[config.mk]
export PLATFORM = sky130hd
export DESIGN_NAME = lc3b_exec_top
export DESIGN_NICKNAME = d
export VERILOG_FILES = /design/src/design/lc3b_ctrl_pkg.sv /design/src/design/lc3b_types.sv /design/src/design/lc3b_exec_top.sv /design/src/design/exec_fsm.sv /design/src/design/shift_counter.sv /design/src/design/shift_unit.sv /design/src/design/ex_logic.sv /design/src/design/reg_file.sv /design/src/design/instr_decoder.sv
export SDC_FILE = /design/constraint.sdc
export NUM_CORES = 1
export LEC_CHECK = 0
export BUFFER_PORTS_ARGS = -buffer_cell sky130_fd_sc_hd__buf_2
export CORE_ASPECT_RATIO = 1.2
export CORE_MARGIN = 4
export CORE_UTILIZATION = 62
export DETAILED_ROUTE_END_ITERATION = 10
export PLACE_DENSITY = 0.89
export SKIP_CTS_REPAIR_TIMING = 1
export SLEW_MARGIN = 10
export SYNTH_ARGS = -nofsm -noshare
export SYNTH_HDL_FRONTEND = slang
export SYNTH_SLANG_ARGS = --single-unit
[constraint.sdc]
create_clock -name clk -period 11.25 [get_ports clk]
set_input_delay 0.5625 -clock clk [delete_from_list [all_inputs] [get_ports clk]]
set_output_delay 0.5625 -clock clk [all_outputs]
set_load 0.05 [all_outputs]
[src/design/lc3b_ctrl_pkg.sv]
package lc3b_ctrl_pkg;

	typedef enum logic [1:0] {
		alu_add,
		alu_and,
		alu_not,
		alu_pass_b
	} lc3b_aluop;

	typedef enum logic [1:0] {
		off_zero,
		off_adj6,
		off_adj9,
		off_adj11_or_sext6
	} lc3b_offset_sel;

	typedef enum logic [1:0] {
		addr_trap,
		addr_offset_sum,
		addr_alu
	} lc3b_addr_sel;

	typedef enum logic [1:0] {
		imm_sr2,
		imm_sext5,
		imm_zext4,
		imm_sext6
	} lc3b_imm_sel;

	typedef enum logic [1:0] {
		shf_left,
		shf_right_logical,
		shf_right_arith
	} lc3b_shift_dir;

	typedef struct packed {
		logic instrsr1_sel; // Adder base, 0 is the next-instruction address and 1 is sr1.
		lc3b_offset_sel offset_sel;
		logic adj11sext6_sel; // 1 picks the unscaled byte offset.
		lc3b_addr_sel address_sel;
		lc3b_imm_sel imm_sel;
		logic alua_sel; // ALU operand A, 0 is sr1 and 1 is sr2.
		lc3b_aluop aluop;
		logic is_shift;
		lc3b_shift_dir shift_dir;
		logic reg_write;
		logic write_address; // LEA writes the address instead of the ALU result.
		logic set_cc;
	} lc3b_control;

endpackage : lc3b_ctrl_pkg

[src/design/lc3b_types.sv]
package lc3b_types;

	typedef logic [15:0] lc3b_word;
	typedef logic [2:0] lc3b_reg;

	typedef enum logic [3:0] {
		op_br = 4'b0000,
		op_add = 4'b0001,
		op_ldb = 4'b0010,
		op_stb = 4'b0011,
		op_jsr = 4'b0100,
		op_and = 4'b0101,
		op_ldr = 4'b0110,
		op_str = 4'b0111,
		op_rti = 4'b1000,
		op_not = 4'b1001,
		op_ldi = 4'b1010,
		op_sti = 4'b1011,
		op_jmp = 4'b1100,
		op_shf = 4'b1101,
		op_lea = 4'b1110,
		op_trap = 4'b1111
	} lc3b_opcode;

	typedef struct packed {
		logic n;
		logic z;
		logic p;
	} lc3b_cc;

	// Register view. For SHF, imm is the arithmetic bit and low[4] the direction.
	typedef struct packed {
		lc3b_opcode opcode;
		lc3b_reg dr;
		lc3b_reg sr1;
		logic imm;
		logic [4:0] low;
	} lc3b_operate;

	typedef struct packed {
		lc3b_opcode opcode;
		logic link; // JSR uses this bit to pick the offset form over JSRR.
		logic [10:0] offset; // Offsets and the trap vector are low slices of this.
	} lc3b_address;

	typedef union packed {
		lc3b_operate op;
		lc3b_address addr;
	} lc3b_instr;

endpackage : lc3b_types
[src/design/lc3b_exec_top.sv]
module lc3b_exec_top (
	input logic clk,
	input logic reset,
	input logic instr_valid,
	input lc3b_types::lc3b_word instr,
	input lc3b_types::lc3b_word next_pc,
	output logic busy,
	output logic done,
	output lc3b_types::lc3b_word result,
	output lc3b_types::lc3b_word address,
	output lc3b_types::lc3b_cc cc
);
	import lc3b_types::*;
	import lc3b_ctrl_pkg::*;

	lc3b_instr ir_q;
	lc3b_word next_pc_q;
	lc3b_control ctrl;
	lc3b_word sr1;
	lc3b_word sr2;
	lc3b_word alu_out;
	lc3b_word ex_addr;
	lc3b_word shifted;
	lc3b_word wdata;
	logic [3:0] shift_amount;
	logic capture;
	logic shift_load;
	logic shift_step;
	logic write_back;
	logic last;

	always_ff @(posedge clk) begin
		if (capture) begin
			ir_q <= instr;
			next_pc_q <= next_pc;
		end
	end

	instr_decoder decoder0 (.ir(ir_q), .ctrl(ctrl));

	reg_file regs0 (
		.clk(clk), .reset(reset),
		.sr1_idx(ir_q.op.sr1), .sr2_idx(ir_q.op.low[2:0]), .dr_idx(ir_q.op.dr),
		.wdata(wdata), .write(write_back && ctrl.reg_write), .set_cc(ctrl.set_cc),
		.sr1(sr1), .sr2(sr2), .cc(cc)
	);

	ex_logic ex0 (
		.ex_control_sig(ctrl), .ex_next_instruction(next_pc_q), .ex_ir(ir_q),
		.ex_sr1(sr1), .ex_sr2(sr2), .ex_address(ex_addr), .ex_alu_out(alu_out)
	);

	assign shift_amount = alu_out[3:0]; // The ALU passes the zero-extended amount for SHF.

	shift_unit shifter0 (
		.clk(clk), .reset(reset), .load(shift_load), .step(shift_step),
		.operand(sr1), .dir(ctrl.shift_dir), .shifted(shifted)
	);

	shift_counter counter0 (
		.clk(clk), .reset(reset), .load(shift_load), .step(shift_step),
		.amount(shift_amount), .last(last)
	);

	exec_fsm fsm0 (
		.clk(clk), .reset(reset), .instr_valid(instr_valid), .is_shift(ctrl.is_shift),
		.shift_nonzero(shift_amount != 4'd0), .last(last), .capture(capture),
		.shift_load(shift_load), .shift_step(shift_step), .write_back(write_back),
		.busy(busy), .done(done)
	);

	// A zero-amount shift still writes back, and then the unshifted operand is what was loaded.
	assign wdata = ctrl.is_shift ? shifted : (ctrl.write_address ? ex_addr : alu_out);

	always_ff @(posedge clk) begin
		if (reset) begin
			result <= '0;
			address <= '0;
		end else if (write_back) begin
			result <= wdata;
			address <= ex_addr;
		end
	end

endmodule : lc3b_exec_top

[src/design/exec_fsm.sv]
module exec_fsm (
	input logic clk,
	input logic reset,
	input logic instr_valid,
	input logic is_shift,
	input logic shift_nonzero,
	input logic last,
	output logic capture,
	output logic shift_load,
	output logic shift_step,
	output logic write_back,
	output logic busy,
	output logic done
);
	typedef enum logic [1:0] {
		st_idle,
		st_exec,
		st_shift,
		st_writeback
	} state_t;

	state_t state;
	state_t state_next;

	always_ff @(posedge clk) begin
		if (reset)
			state <= st_idle;
		else
			state <= state_next;
	end

	always_comb begin
		state_next = state;
		case (state)
			st_idle: if (instr_valid) state_next = st_exec;
			st_exec: state_next = (is_shift && shift_nonzero) ? st_shift : st_writeback;
			st_shift: if (last) state_next = st_writeback;
			default: state_next = st_idle;
		endcase
	end

	assign capture = (state == st_idle) && instr_valid; // Strobes while busy fall here.
	assign shift_load = (state == st_exec);
	assign shift_step = (state == st_shift);
	assign write_back = (state == st_writeback);
	assign busy = (state != st_idle);
	assign done = (state == st_writeback);

endmodule : exec_fsm

[src/design/shift_counter.sv]
module shift_counter (
	input logic clk,
	input logic reset,
	input logic load,
	input logic step,
	input logic [3:0] amount,
	output logic last
);
	logic [3:0] count; // Steps left after the one in progress.

	always_ff @(posedge clk) begin
		if (reset)
			count <= '0;
		else if (load)
			count <= amount - 4'd1; // Only used when the amount is nonzero.
		else if (step && count != '0)
			count <= count - 4'd1;
	end

	assign last = (count == '0);

endmodule : shift_counter

[src/design/shift_unit.sv]
module shift_unit (
	input logic clk,
	input logic reset,
	input logic load,
	input logic step,
	input lc3b_types::lc3b_word operand,
	input lc3b_ctrl_pkg::lc3b_shift_dir dir,
	output lc3b_types::lc3b_word shifted
);
	import lc3b_ctrl_pkg::*;

	always_ff @(posedge clk) begin
		if (reset) begin
			shifted <= '0;
		end else if (load) begin
			shifted <= operand;
		end else if (step) begin
			case (dir)
				shf_left: shifted <= {shifted[14:0], 1'b0};
				shf_right_arith: shifted <= {shifted[15], shifted[15:1]}; // Sign copies in.
				default: shifted <= {1'b0, shifted[15:1]};
			endcase
		end
	end

endmodule : shift_unit

[src/design/ex_logic.sv]
module ex_logic (
	input lc3b_ctrl_pkg::lc3b_control ex_control_sig,
	input lc3b_types::lc3b_word ex_next_instruction,
	input lc3b_types::lc3b_word ex_ir,
	input lc3b_types::lc3b_word ex_sr1,
	input lc3b_types::lc3b_word ex_sr2,
	output lc3b_types::lc3b_word ex_address,
	output lc3b_types::lc3b_word ex_alu_out
);
	import lc3b_types::*;
	import lc3b_ctrl_pkg::*;

	lc3b_instr ir;
	lc3b_word base;
	lc3b_word offset;
	lc3b_word adj6;
	lc3b_word adj9;
	lc3b_word adj11;
	lc3b_word sext6;
	lc3b_word adj11_sext6;
	lc3b_word offset_sum;
	lc3b_word trap_vec;
	lc3b_word sext5;
	lc3b_word zext4;
	lc3b_word alu_a;
	lc3b_word alu_b;

	assign ir = ex_ir;

	// Word offsets are scaled by two, the byte offset of LDB and STB is not.
	assign adj6 = {{9{ir.addr.offset[5]}}, ir.addr.offset[5:0], 1'b0};
	assign adj9 = {{6{ir.addr.offset[8]}}, ir.addr.offset[8:0], 1'b0};
	assign adj11 = {{4{ir.addr.offset[10]}}, ir.addr.offset, 1'b0};
	assign sext6 = {{10{ir.addr.offset[5]}}, ir.addr.offset[5:0]};
	assign trap_vec = {7'b0, ir.addr.offset[7:0], 1'b0};

	assign sext5 = {{11{ir.op.low[4]}}, ir.op.low};
	assign zext4 = {12'b0, ir.op.low[3:0]};

	assign base = ex_control_sig.instrsr1_sel ? ex_sr1 : ex_next_instruction;
	assign adj11_sext6 = ex_control_sig.adj11sext6_sel ? sext6 : adj11;

	always_comb begin
		case (ex_control_sig.offset_sel)
			off_zero: offset = '0;
			off_adj6: offset = adj6;
			off_adj9: offset = adj9;
			default: offset = adj11_sext6;
		endcase
	end

	assign offset_sum = base + offset;

	assign alu_a = ex_control_sig.alua_sel ? ex_sr2 : ex_sr1;

	always_comb begin
		case (ex_control_sig.imm_sel)
			imm_sr2: alu_b = ex_sr2;
			imm_sext5: alu_b = sext5;
			imm_zext4: alu_b = zext4;
			default: alu_b = sext6;
		endcase
	end

	always_comb begin
		case (ex_control_sig.aluop)
			alu_add: ex_alu_out = alu_a + alu_b;
			alu_and: ex_alu_out = alu_a & alu_b;
			alu_not: ex_alu_out = ~alu_a;
			default: ex_alu_out = alu_b;
		endcase
	end

	always_comb begin
		case (ex_control_sig.address_sel)
			addr_trap: ex_address = trap_vec;
			addr_offset_sum: ex_address = offset_sum;
			default: ex_address = ex_alu_out;
		endcase
	end

endmodule : ex_logic

[src/design/reg_file.sv]
module reg_file (
	input logic clk,
	input logic reset,
	input lc3b_types::lc3b_reg sr1_idx,
	input lc3b_types::lc3b_reg sr2_idx,
	input lc3b_types::lc3b_reg dr_idx,
	input lc3b_types::lc3b_word wdata,
	input logic write,
	input logic set_cc,
	output lc3b_types::lc3b_word sr1,
	output lc3b_types::lc3b_word sr2,
	output lc3b_types::lc3b_cc cc
);
	import lc3b_types::*;

	lc3b_word regs [8];

	always_ff @(posedge clk) begin
		if (reset) begin
			for (int i = 0; i < 8; i++) begin
				regs[i] <= '0;
			end
			cc <= 3'b010; // Zero flag after reset.
		end else if (write) begin
			regs[dr_idx] <= wdata;
			if (set_cc) begin
				cc.n <= wdata[15];
				cc.z <= (wdata == '0);
				cc.p <= !wdata[15] && (wdata != '0);
			end
		end
	end

	assign sr1 = regs[sr1_idx];
	assign sr2 = regs[sr2_idx];

endmodule : reg_file

[src/design/instr_decoder.sv]
module instr_decoder (
	input lc3b_types::lc3b_instr ir,
	output lc3b_ctrl_pkg::lc3b_control ctrl
);
	import lc3b_types::*;
	import lc3b_ctrl_pkg::*;

	always_comb begin
		ctrl = '0;
		ctrl.address_sel = addr_offset_sum;
		case (ir.addr.opcode)
			op_add, op_and: begin
				ctrl.aluop = (ir.addr.opcode == op_add) ? alu_add : alu_and;
				ctrl.imm_sel = ir.op.imm ? imm_sext5 : imm_sr2;
				ctrl.address_sel = addr_alu;
				ctrl.reg_write = 1'b1;
				ctrl.set_cc = 1'b1;
			end
			op_not: begin
				ctrl.aluop = alu_not;
				ctrl.address_sel = addr_alu;
				ctrl.reg_write = 1'b1;
				ctrl.set_cc = 1'b1;
			end
			op_shf: begin
				// The ALU passes the 4-bit amount through to the shift counter.
				ctrl.aluop = alu_pass_b;
				ctrl.imm_sel = imm_zext4;
				ctrl.address_sel = addr_alu;
				ctrl.is_shift = 1'b1;
				if (!ir.op.low[4])
					ctrl.shift_dir = shf_left;
				else
					ctrl.shift_dir = ir.op.imm ? shf_right_arith : shf_right_logical;
				ctrl.reg_write = 1'b1;
				ctrl.set_cc = 1'b1;
			end
			op_br: ctrl.offset_sel = off_adj9;
			op_lea: begin
				ctrl.offset_sel = off_adj9;
				ctrl.reg_write = 1'b1;
				ctrl.write_address = 1'b1;
			end
			op_jsr: begin
				if (ir.addr.link)
					ctrl.offset_sel = off_adj11_or_sext6; // PC-relative form.
				else
					ctrl.instrsr1_sel = 1'b1; // JSRR, base register with no offset.
			end
			op_jmp: ctrl.instrsr1_sel = 1'b1;
			op_ldr, op_str, op_ldi, op_sti: begin
				ctrl.instrsr1_sel = 1'b1;
				ctrl.offset_sel = off_adj6;
			end
			op_ldb, op_stb: begin
				ctrl.instrsr1_sel = 1'b1;
				ctrl.offset_sel = off_adj11_or_sext6;
				ctrl.adj11sext6_sel = 1'b1; // Byte access, offset not scaled.
			end
			op_trap: ctrl.address_sel = addr_trap;
			default: ;
		endcase
	end

endmodule : instr_decoder

======== Word level (Yosys, flattened, before mapping) ========
Memories as Yosys holds them, arrays and structs flattened. A register that Yosys moved wholly into a read port is not among the register bits.
Cells that the tools add are included.
word-level totals
  flip-flop bits (word level) ............. 89
  bits in writable memories ............... 128
  memories kept ........................... 1
operators by class
  $add $sub $neg .......................... 4
  equal/unequal tests ..................... 28
  multiplexer cells ....................... 43
  bitwise logic cells ..................... 2
  reductions and logical operators ........ 32
memories
  memory      words  width  read ports  clocked after Yosys merged registers in  write ports  RTL line        text
  regs0.regs  8      16     2           2                                        8            reg_file.sv:16  lc3b_word regs [8];
operator list
  cell                  number
  $pmux W16 S3          3
  $mux W16              7
  $pmux W16 S2          2
  $add A16 B16 Y16      2
  $eq A4 B4 Y1 const B  7
  $and A16 B16 Y16      1
  $eq A4 B3 Y1 const B  4
  $logic_not A16 Y1     1
  $not A16 Y16          1
  $reduce_bool A16 Y1   1
  $reduce_or A16 Y1     1
  $mux W1               14
  $eq A2 B2 Y1 const B  6
  $logic_not A2 Y1      6
  $mux W3               4
  $pmux W2 S3           2
  $eq A2 B1 Y1 const B  5
  $mux W2               5
  $eq A4 B2 Y1 const B  2
  $logic_not A4 Y1      2
  $mux W4               2
  $pmux W2 S2           2
  $pmux W2 S4           1
  $reduce_bool A4 Y1    2
  other kinds (13)      26

======== Longest topological paths before layout ========
Gate-level depths: netlist of the first run.
  word-level depth ........................ 12
  depth in mapped cells ................... 21

======== Hierarchy ========
A second synthesis of the first run with hierarchy kept.
unflattened totals
  cell total of the unflattened synthesis .. 1,212
  area, all modules ....................... 14,257.4 sq um
by module, submodules not included
  module         times used  cells an instance  area an instance (sq um)  seq. area each (sq um)
  reg_file       1           418                7,100.6                   3,903.7
  ex_logic       1           393                2,819.0                   0.0
  lc3b_exec_top  1           214                2,767.7                   1,601.5
  shift_unit     1           111                928.4                     320.3
  shift_counter  1           29                 277.8                     80.1
  instr_decoder  1           26                 183.9                     0.0
  exec_fsm       1           21                 180.2                     40.0

======== Least setup slack after synthesis of the first run ========
OpenSTA, ideal clock, no wires.
  path type ............................... reg2reg
  start point ............................. register (tool-made name)
  end point ............................... register, netlist name regs0.cc[0]
  library setup time ...................... 0.117 ns
  data arrival time ....................... 4.222 ns
  data required time ...................... 11.133 ns
  path slack .............................. 6.911 ns
  cell stages (with the launch flop) ...... 19
  period minus slack after synthesis ...... 4.339 ns
  path through ............................ dfxtp_1 clkbuf_1 buf_1 mux4_2 mux2i_1 o21ai_0 ha_1 inv_1 fa_1 nand2b_1 a211o_1 a31o_2 o21ai_2 mux2i_1 a221oi_2 nor2_1 a221oi_4 nand4_2 a32o_1

==> metrics.md, run 1 <==
| Metric | Value |
|---|---|
| Post-Place Cell Area | 13700 sq um |
| Die ar. | 23800 sq um |
| Layout cells sized above 1 | 0.191 |
| CP max-delay cell | dfxtp_2 |
| Fin nets | roughly 1.3k |
| Post-DP HPWL | 27000 microns |
| Largest family of logic cells by synthesized area | multiplexers |
| RePlAce Congestion | 1.07 |
| Top delay family on crit path | compound AO/OA/AOI/OAI gates |
| Largest net degree at the start of global routing | 57 |
| Initial DRC Count | about 1.7k |
| CP peak stage delay | between 0.9 and 1 ns |
| Fill cell count | 1478 |
| Setup TNS | 0 ns |
| Commonest non-fill, non-tap cell in the layout | nor2_1 |
| Synth Area in Simple Gates | 0.127 |
| Compound-cell area share of the yosys netlist | 0.145 |
| Ports | 72 |
| ANT nets after route | 0 |
| Period utilization | 0.506 |
| Worst hold path class | in -> reg |
| Final instance area | 14400 sq um |
| GRT overflow | 0 |
| Synth Warn # | 0 |
| Post-synthesis sequential area ratio | 0.457 |
| Crit path launch type | register |
| Drt wl/cell | between 20 and 30 microns |
| Count of state elements after synthesis | around 220 |
| RSZ-0062 raised after global routing | false |
| Post-Synthesis Cells | 1213 |
| Core area | 21000 sq um |
| Hold Slack | ~0.21 ns |
| DR vias | 10.8k |
| Adder-cell share of the synthesized area | 0.0379 |
| Total CTS buffers | 23 |
| Worst-Margin Slew | 1.18 ns |
| CTS H-tree depth | 1 |
| All-Layer GR Usage | 0.332 |
| Fin. Hold Viols | 0 |
| Ys async rst share | 0 |
| Root Buffer | clkbuf_16 |
| Netlist cell types | 88 |
| Die Height | ~170 microns |
| Antenna Cells | 0 |
| CTS tree | built |
| First-pass GRT wire length | 60800 microns |
| Number of global-route vias before repair | 10.6k |
| Synthesized area per cell | 10.9 sq um |
| Period minus WS final | between 5 and 6 ns |
| Mux share of post-synthesis cell area | 0.174 |
| Port bufs | 71 |
| Worst EP arrival | 6.11 ns |
| Die Width | 142 microns |
| Leak Pwr | between 5 and 6 nW |
| Post-synth top flop | edfxtp_1 |
| Clk slew on worst S/H paths | 0.07 ns |
| Number of synthesized flops with an enable pin | 160 |
| Worst rel slew slack | 0.189 |
| Max Slew Vio Count | 0 |
| Synth-to-layout area growth | 8.59% |
| DRC | 0 |
| Syn_nets | ~1.3k |
| Vias per cell | 7.02 |
| Clk sinks | 223 |
| Worst path bufs/invs | 0 |
| Clk buf depth | 3 |
| Post-synthesis cell area | 13300 sq um |
| Initial DRT Pass Iterations | 6 |
| Skew-Pair Late Insertion Delay | ~0.54 ns |
| Most frequent cells in the layout | nor2_1 (240), edfxtp_1 (160), nand2_1 (83) |
| Most Frequent Cell on Critical Path | a21oi_1 |
| Post-synthesis xor/xnor area fraction | 0.0195 |
| WL final | around 40000 microns |
| Num rows | 58 |
| Initial core utilization | 0.631 |
| Setup CP Type | reg -> reg |
| Status | finished, final reports clean |
| Final Instance Count excl. Fillers | 1534 |
| Clock Skew | about 0.025 ns |
| Placed Cells | 1492 |
| Cells along the critical path | mux4_2 -> mux2i_1 -> a21oi_1 -> ha_1 -> a2111oi_0 -> a21oi_1 -> xnor2_1 -> o21ai_1 -> a31oi_2 -> and2_0 -> nand4_2 -> a32o_1 |
| Final setup vio count | 0 |
| Crit-path max FO | 27 |
| Critical Path RT | 11.67 ns |
| Fmax | 176 MHz |
| Initial antenna violation count | 1 |
| Pwr Density | 305 nW/um^2 |
| Max_cap viols | 0 |
| Peak supply drop | approximately 250 uV |
| Crit path capture type | register |
-- layout make-up --
class	instances	area, sq um	share of cell area
clock inverter	11	82.6	0.00573
inverter	33	124	0.00859
tap	270	338	0.0234
multi-input combinational	877	6700	0.465
sequential	223	6070	0.421
timing repair buffer	89	490	0.0340
clock buffer	31	616	0.0427
-- final timing paths --
path | start | to | slack [ns] | depth (start not counted)
max | register | regs0.cc[0] | 5.56 | 12
min | next_pc[7] | next_pc_q[7] | 0.21 | 1
max reg2reg | register | regs0.cc[0] | 5.56 | 12
min reg2reg | result[15] | result[15] | 0.47 | 2
-- cells in the mapped netlist (5+ instances only) --
cell type    n  area share
nor2_1     241       0.068
edfxtp_1   160        0.36
nand2_1     83       0.023
a21oi_1     72       0.027
dfxtp_1     63       0.095
mux4_2      55       0.093
clkbuf_1    52       0.015
mux2i_1     50       0.038
o21ai_0     48       0.018
ha_1        37       0.035
inv_1       33      0.0093
a211oi_1    31       0.018
mux2_2      25       0.021
xnor2_1     15      0.0099
xor2_1      12      0.0079
a21o_1      11      0.0062
and3_1      11      0.0052
nand2b_1    10      0.0047
nand3_1     10      0.0038
nor2b_1     10      0.0047
buf_2        9      0.0034
mux4_1       9       0.018
a22oi_1      8      0.0045
buf_1        8      0.0023
nor3_1       8      0.0030
a221oi_1     6      0.0040
a221oi_2     6      0.0068
a31oi_1      6      0.0028
o211ai_1     6      0.0034
o21ai_1      6      0.0023
a32oi_1      5      0.0033
and2_1       5      0.0024
buf_6        5      0.0042
-- flip-flops by register name, summed over array words and instances, names as in the netlist, 3 cells and up, named ones only --
signal,cells
result,16
regs0.cc,3
next_pc_q,16
regs0.regs,128
shifter0.shifted,16
counter0.count,4
address,16
ir_q,16
-- routing by layer --
layer  global-route usage  vias up  share of wire
met5                    0        -              0
li1                     -     4605              -
met3               0.0730      206           0.11
met1                0.393     5155           0.34
met2                0.539      807           0.47
met4                0.230        0          0.083
-- logic make-up (layout without fill, tap and decap cells) --
logic type,after synthesis,count (layout)
and+or+nand+nor,399,399
AOI/OAI and AO/OA,268,268
xor gates and xnor gates,28,28
adders and majority gates,39,39
muxes,143,143
DFF,223,223
buffers and inverters,113,164
-- through the flow --
stage	power (W)	utilization	setup WS, ns
detailed placement	0.00357	0.652	5.52
floorplan	0.00291	-	6.91
global placement	0.00351	0.652	5.73
global route	0.00458	0.685	5.44
CTS	0.00429	0.685	5.54
finish	0.00439	0.685	5.56
-- report_power, final --
| group | switching [W] | internal, W | leakage (nW) |
|---|---|---|---|
| sequential | 0.000111 | 0.000988 | 2.14 |
| combinational | 0.00168 | 0.000888 | 3.12 |
| clock | 0.000317 | 0.000407 | 0.326 |
No activity file was read; power rests on OpenSTA's default activity.
==> inputs of run 2 (changes only) <==
--- a/config.mk
+++ b/config.mk
@@ -8,9 +8,9 @@
 export BUFFER_PORTS_ARGS = -buffer_cell sky130_fd_sc_hd__buf_2
 export CORE_ASPECT_RATIO = 1.2
 export CORE_MARGIN = 4
-export CORE_UTILIZATION = 62
+export CORE_UTILIZATION = 56
 export DETAILED_ROUTE_END_ITERATION = 10
-export PLACE_DENSITY = 0.89
+export PLACE_DENSITY = 0.85
 export SKIP_CTS_REPAIR_TIMING = 1
 export SLEW_MARGIN = 10
 export SYNTH_ARGS = -nofsm -noshare
==> constraint.sdc (replaced) <==
create_clock -name clk -period 4.8 [get_ports clk]
set_input_delay 0.24 -clock clk [delete_from_list [all_inputs] [get_ports clk]]
set_output_delay 0.24 -clock clk [all_outputs]
set_load 0.05 [all_outputs]
==> run 2 against run 1 <==
Compared with the run above:
- register-to-register slack got worse by 5.4 ns
- clock power grew to 2.7 times the previous value
- clock-buffer cell count fell by 4
- sequential power increased by 130%
- sequential cell count is the same
- critical path depth is 1 higher
- largest power group unchanged
==> metrics.md, run 2 (synthesis results as in run 1) <==
| Metric | Value |
|---|---|
| Worst-Margin Slew | 1.22 ns |
| First-pass GRT wire length | 61700 microns |
| Initial DRC Count | 1607 |
| Cells along the critical path | mux4_1 -> mux2_2 -> mux2_2 -> ha_1 -> o211ai_1 -> o211ai_1 -> a221oi_2 -> o21ai_1 -> a31oi_1 -> xnor3_1 -> o21bai_2 -> buf_4 -> nor2_1 |
| Worst slack, placed | 0.212 ns |
| Clock Skew | 0.0233 ns |
| Most frequent cells in the layout | nor2_1 (240), edfxtp_1 (160), nand2_1 (83) |
| Ports | 72 |
| Register with the most flip-flops | regs0.regs |
| Final instance area | 15300 sq um |
| Max Slew Vio Count | 0 |
| Worst hold path class | in -> reg |
| Max reg flops | 128 |
| Final setup vio count | 0 |
| Post-DP HPWL | between 20000 and 30000 microns |
| Period utilization | 0.963 |
| Initial DRT Pass Iterations | 6 |
| Die ar. | roughly 26000 sq um |
| Number of global-route vias before repair | 10.6k |
| Crit path capture type | register |
| Peak supply drop | between 300 and 400 uV |
| WL final | 42200 microns |
| Fmax | 216 MHz |
| CP peak stage delay | 0.64 ns |
| Clk buf depth | 3 |
| DR vias | 11.0k |
| Post-Place Cell Area | about 14000 sq um |
| Period minus WS final | 4.62 ns |
| Synth-to-layout area growth | 15.6% |
| Drt wl/cell | ~25 microns |
| Num rows | 61 |
| Crit path launch type | register |
| Worst path bufs/invs | 1 |
| Worst EP arrival | 4.88 ns |
| Reg-to-reg slack, setup | 0.18 ns |
| Fill cell count | 1654 |
| Setup TNS | 0 ns |
| Overall Power | roughly 0.011 W |
| Area of the multi-input gates | ~6700 sq um |
| Skew-Pair Late Insertion Delay | between 0.5 and 0.6 ns |
| Worst rel slew slack | 0.184 |
| Fin nets | 1405 |
| Top delay family on crit path | compound AO/OA/AOI/OAI gates |
| Fin. Hold Viols | 0 |
| Antenna Cells | 0 |
| Setup crit end | regs0.regs[1][15] |
| Commonest non-fill, non-tap cell in the layout | nor2_1 |
| Clk slew on worst S/H paths | 0.07 ns |
| Initial core utilization | 0.570 |
| Register area | 6070 sq um |
| GRT overflow | 0 |
| Clk sinks | between 200 and 250 |
| ANT nets after route | 0 |
| Final worst setup slack | 0.178 ns |
| CP max-delay cell | mux4_1 |
| CTS H-tree depth | 1 |
| Layout cells sized above 1 | 0.224 |
| Crit-path max FO | 14 |
| Core area | 23300 sq um |
| Initial antenna violation count | 1 |
| All-Layer GR Usage | 0.309 |
| Total CTS buffers | 22 |
| RSZ-0062 raised after global routing | false |
| FF-to-FF End | regs0.regs[1][15] |
| Status | finished, final reports clean |
| Die Width | approximately 150 microns |
| Pwr Density | just over 700 nW/um^2 |
| CTS tree | built |
| Leak Pwr | 6.05 nW |
| FF-to-FF path depth | 13 |
| Root Buffer | clkbuf_16 |
| Largest net degree at the start of global routing | 55 |
| Critical Path RT | approximately 5.1 ns |
| RePlAce Congestion | 1.03 |
| DRC | 0 |
| Setup CP Type | reg -> reg |
| Worst path depth | 13 |
| Vias per cell | 6.63 |
| Max_cap viols | 0 |
| Die Height | 177 microns |
| Port bufs | 71 |
run 2: cell count changes in the layout (fill, tap and decap cells not counted), sizes merged:
cell	previous run	this run
buf	89	141
bufinv	1	6
clkbuf	31	27
clkinv	6	4
clkinvlp	4	3
dlygate4sd3	0	33
run 2: how the worst min path moves through the flow:
stage,startpoint,end,slack (ns),depth (start not counted)
3_5_place_dp,next_pc[11],next_pc_q[11],0.42,1
3_3_place_gp,next_pc[11],next_pc_q[11],0.42,1
4_1_cts,instr[3],ir_q[3],-0.11,1
5_1_grt,instr_valid,fsm0.state[0],0.16,4
2_1_floorplan,instr[0],ir_q[0],0.34,0
6_report,instr_valid,fsm0.state[0],0.09,4
run 2: metal layers:
layer,global-route usage,share of wire
met4,0.224,0.088
met2,0.525,0.49
met1,0.357,0.33
met3,0.0430,0.088
met5,0,0.00031
run 2: area by class of cell:
| type | count | area share |
|---|---|---|
| clock buffers | 27 | 0.0398 |
| flip-flops and latches | 223 | 0.396 |
| inverters | 33 | 0.00807 |
| clock inverters | 13 | 0.0142 |
| well taps | 315 | 0.0257 |
| multi-input cells | 877 | 0.437 |
| repair buffers | 174 | 0.0797 |
run 2: metrics by stage:
stage	util	hold slack (ns)	std cells
floorplan	-	0.339	1213
global placement	0.609	0.417	1589
detailed placement	0.609	0.418	1589
CTS	0.645	-0.114	1629
global route	0.659	0.164	1662
finish	0.659	0.0900	1662
run 2: where the power goes:
group / internal [W] / switching, W
combinational: 0.00242 / 0.00394
sequential: 0.00232 / 0.000260
clock: 0.00123 / 0.000746
total: 0.00596 / 0.00495
run 2: worst min-delay path, cell delays in order:
cell and delay (ns):
buf_2 0.09, o21bai_1 0.10, nand2_1 0.08, a21oi_1 0.05
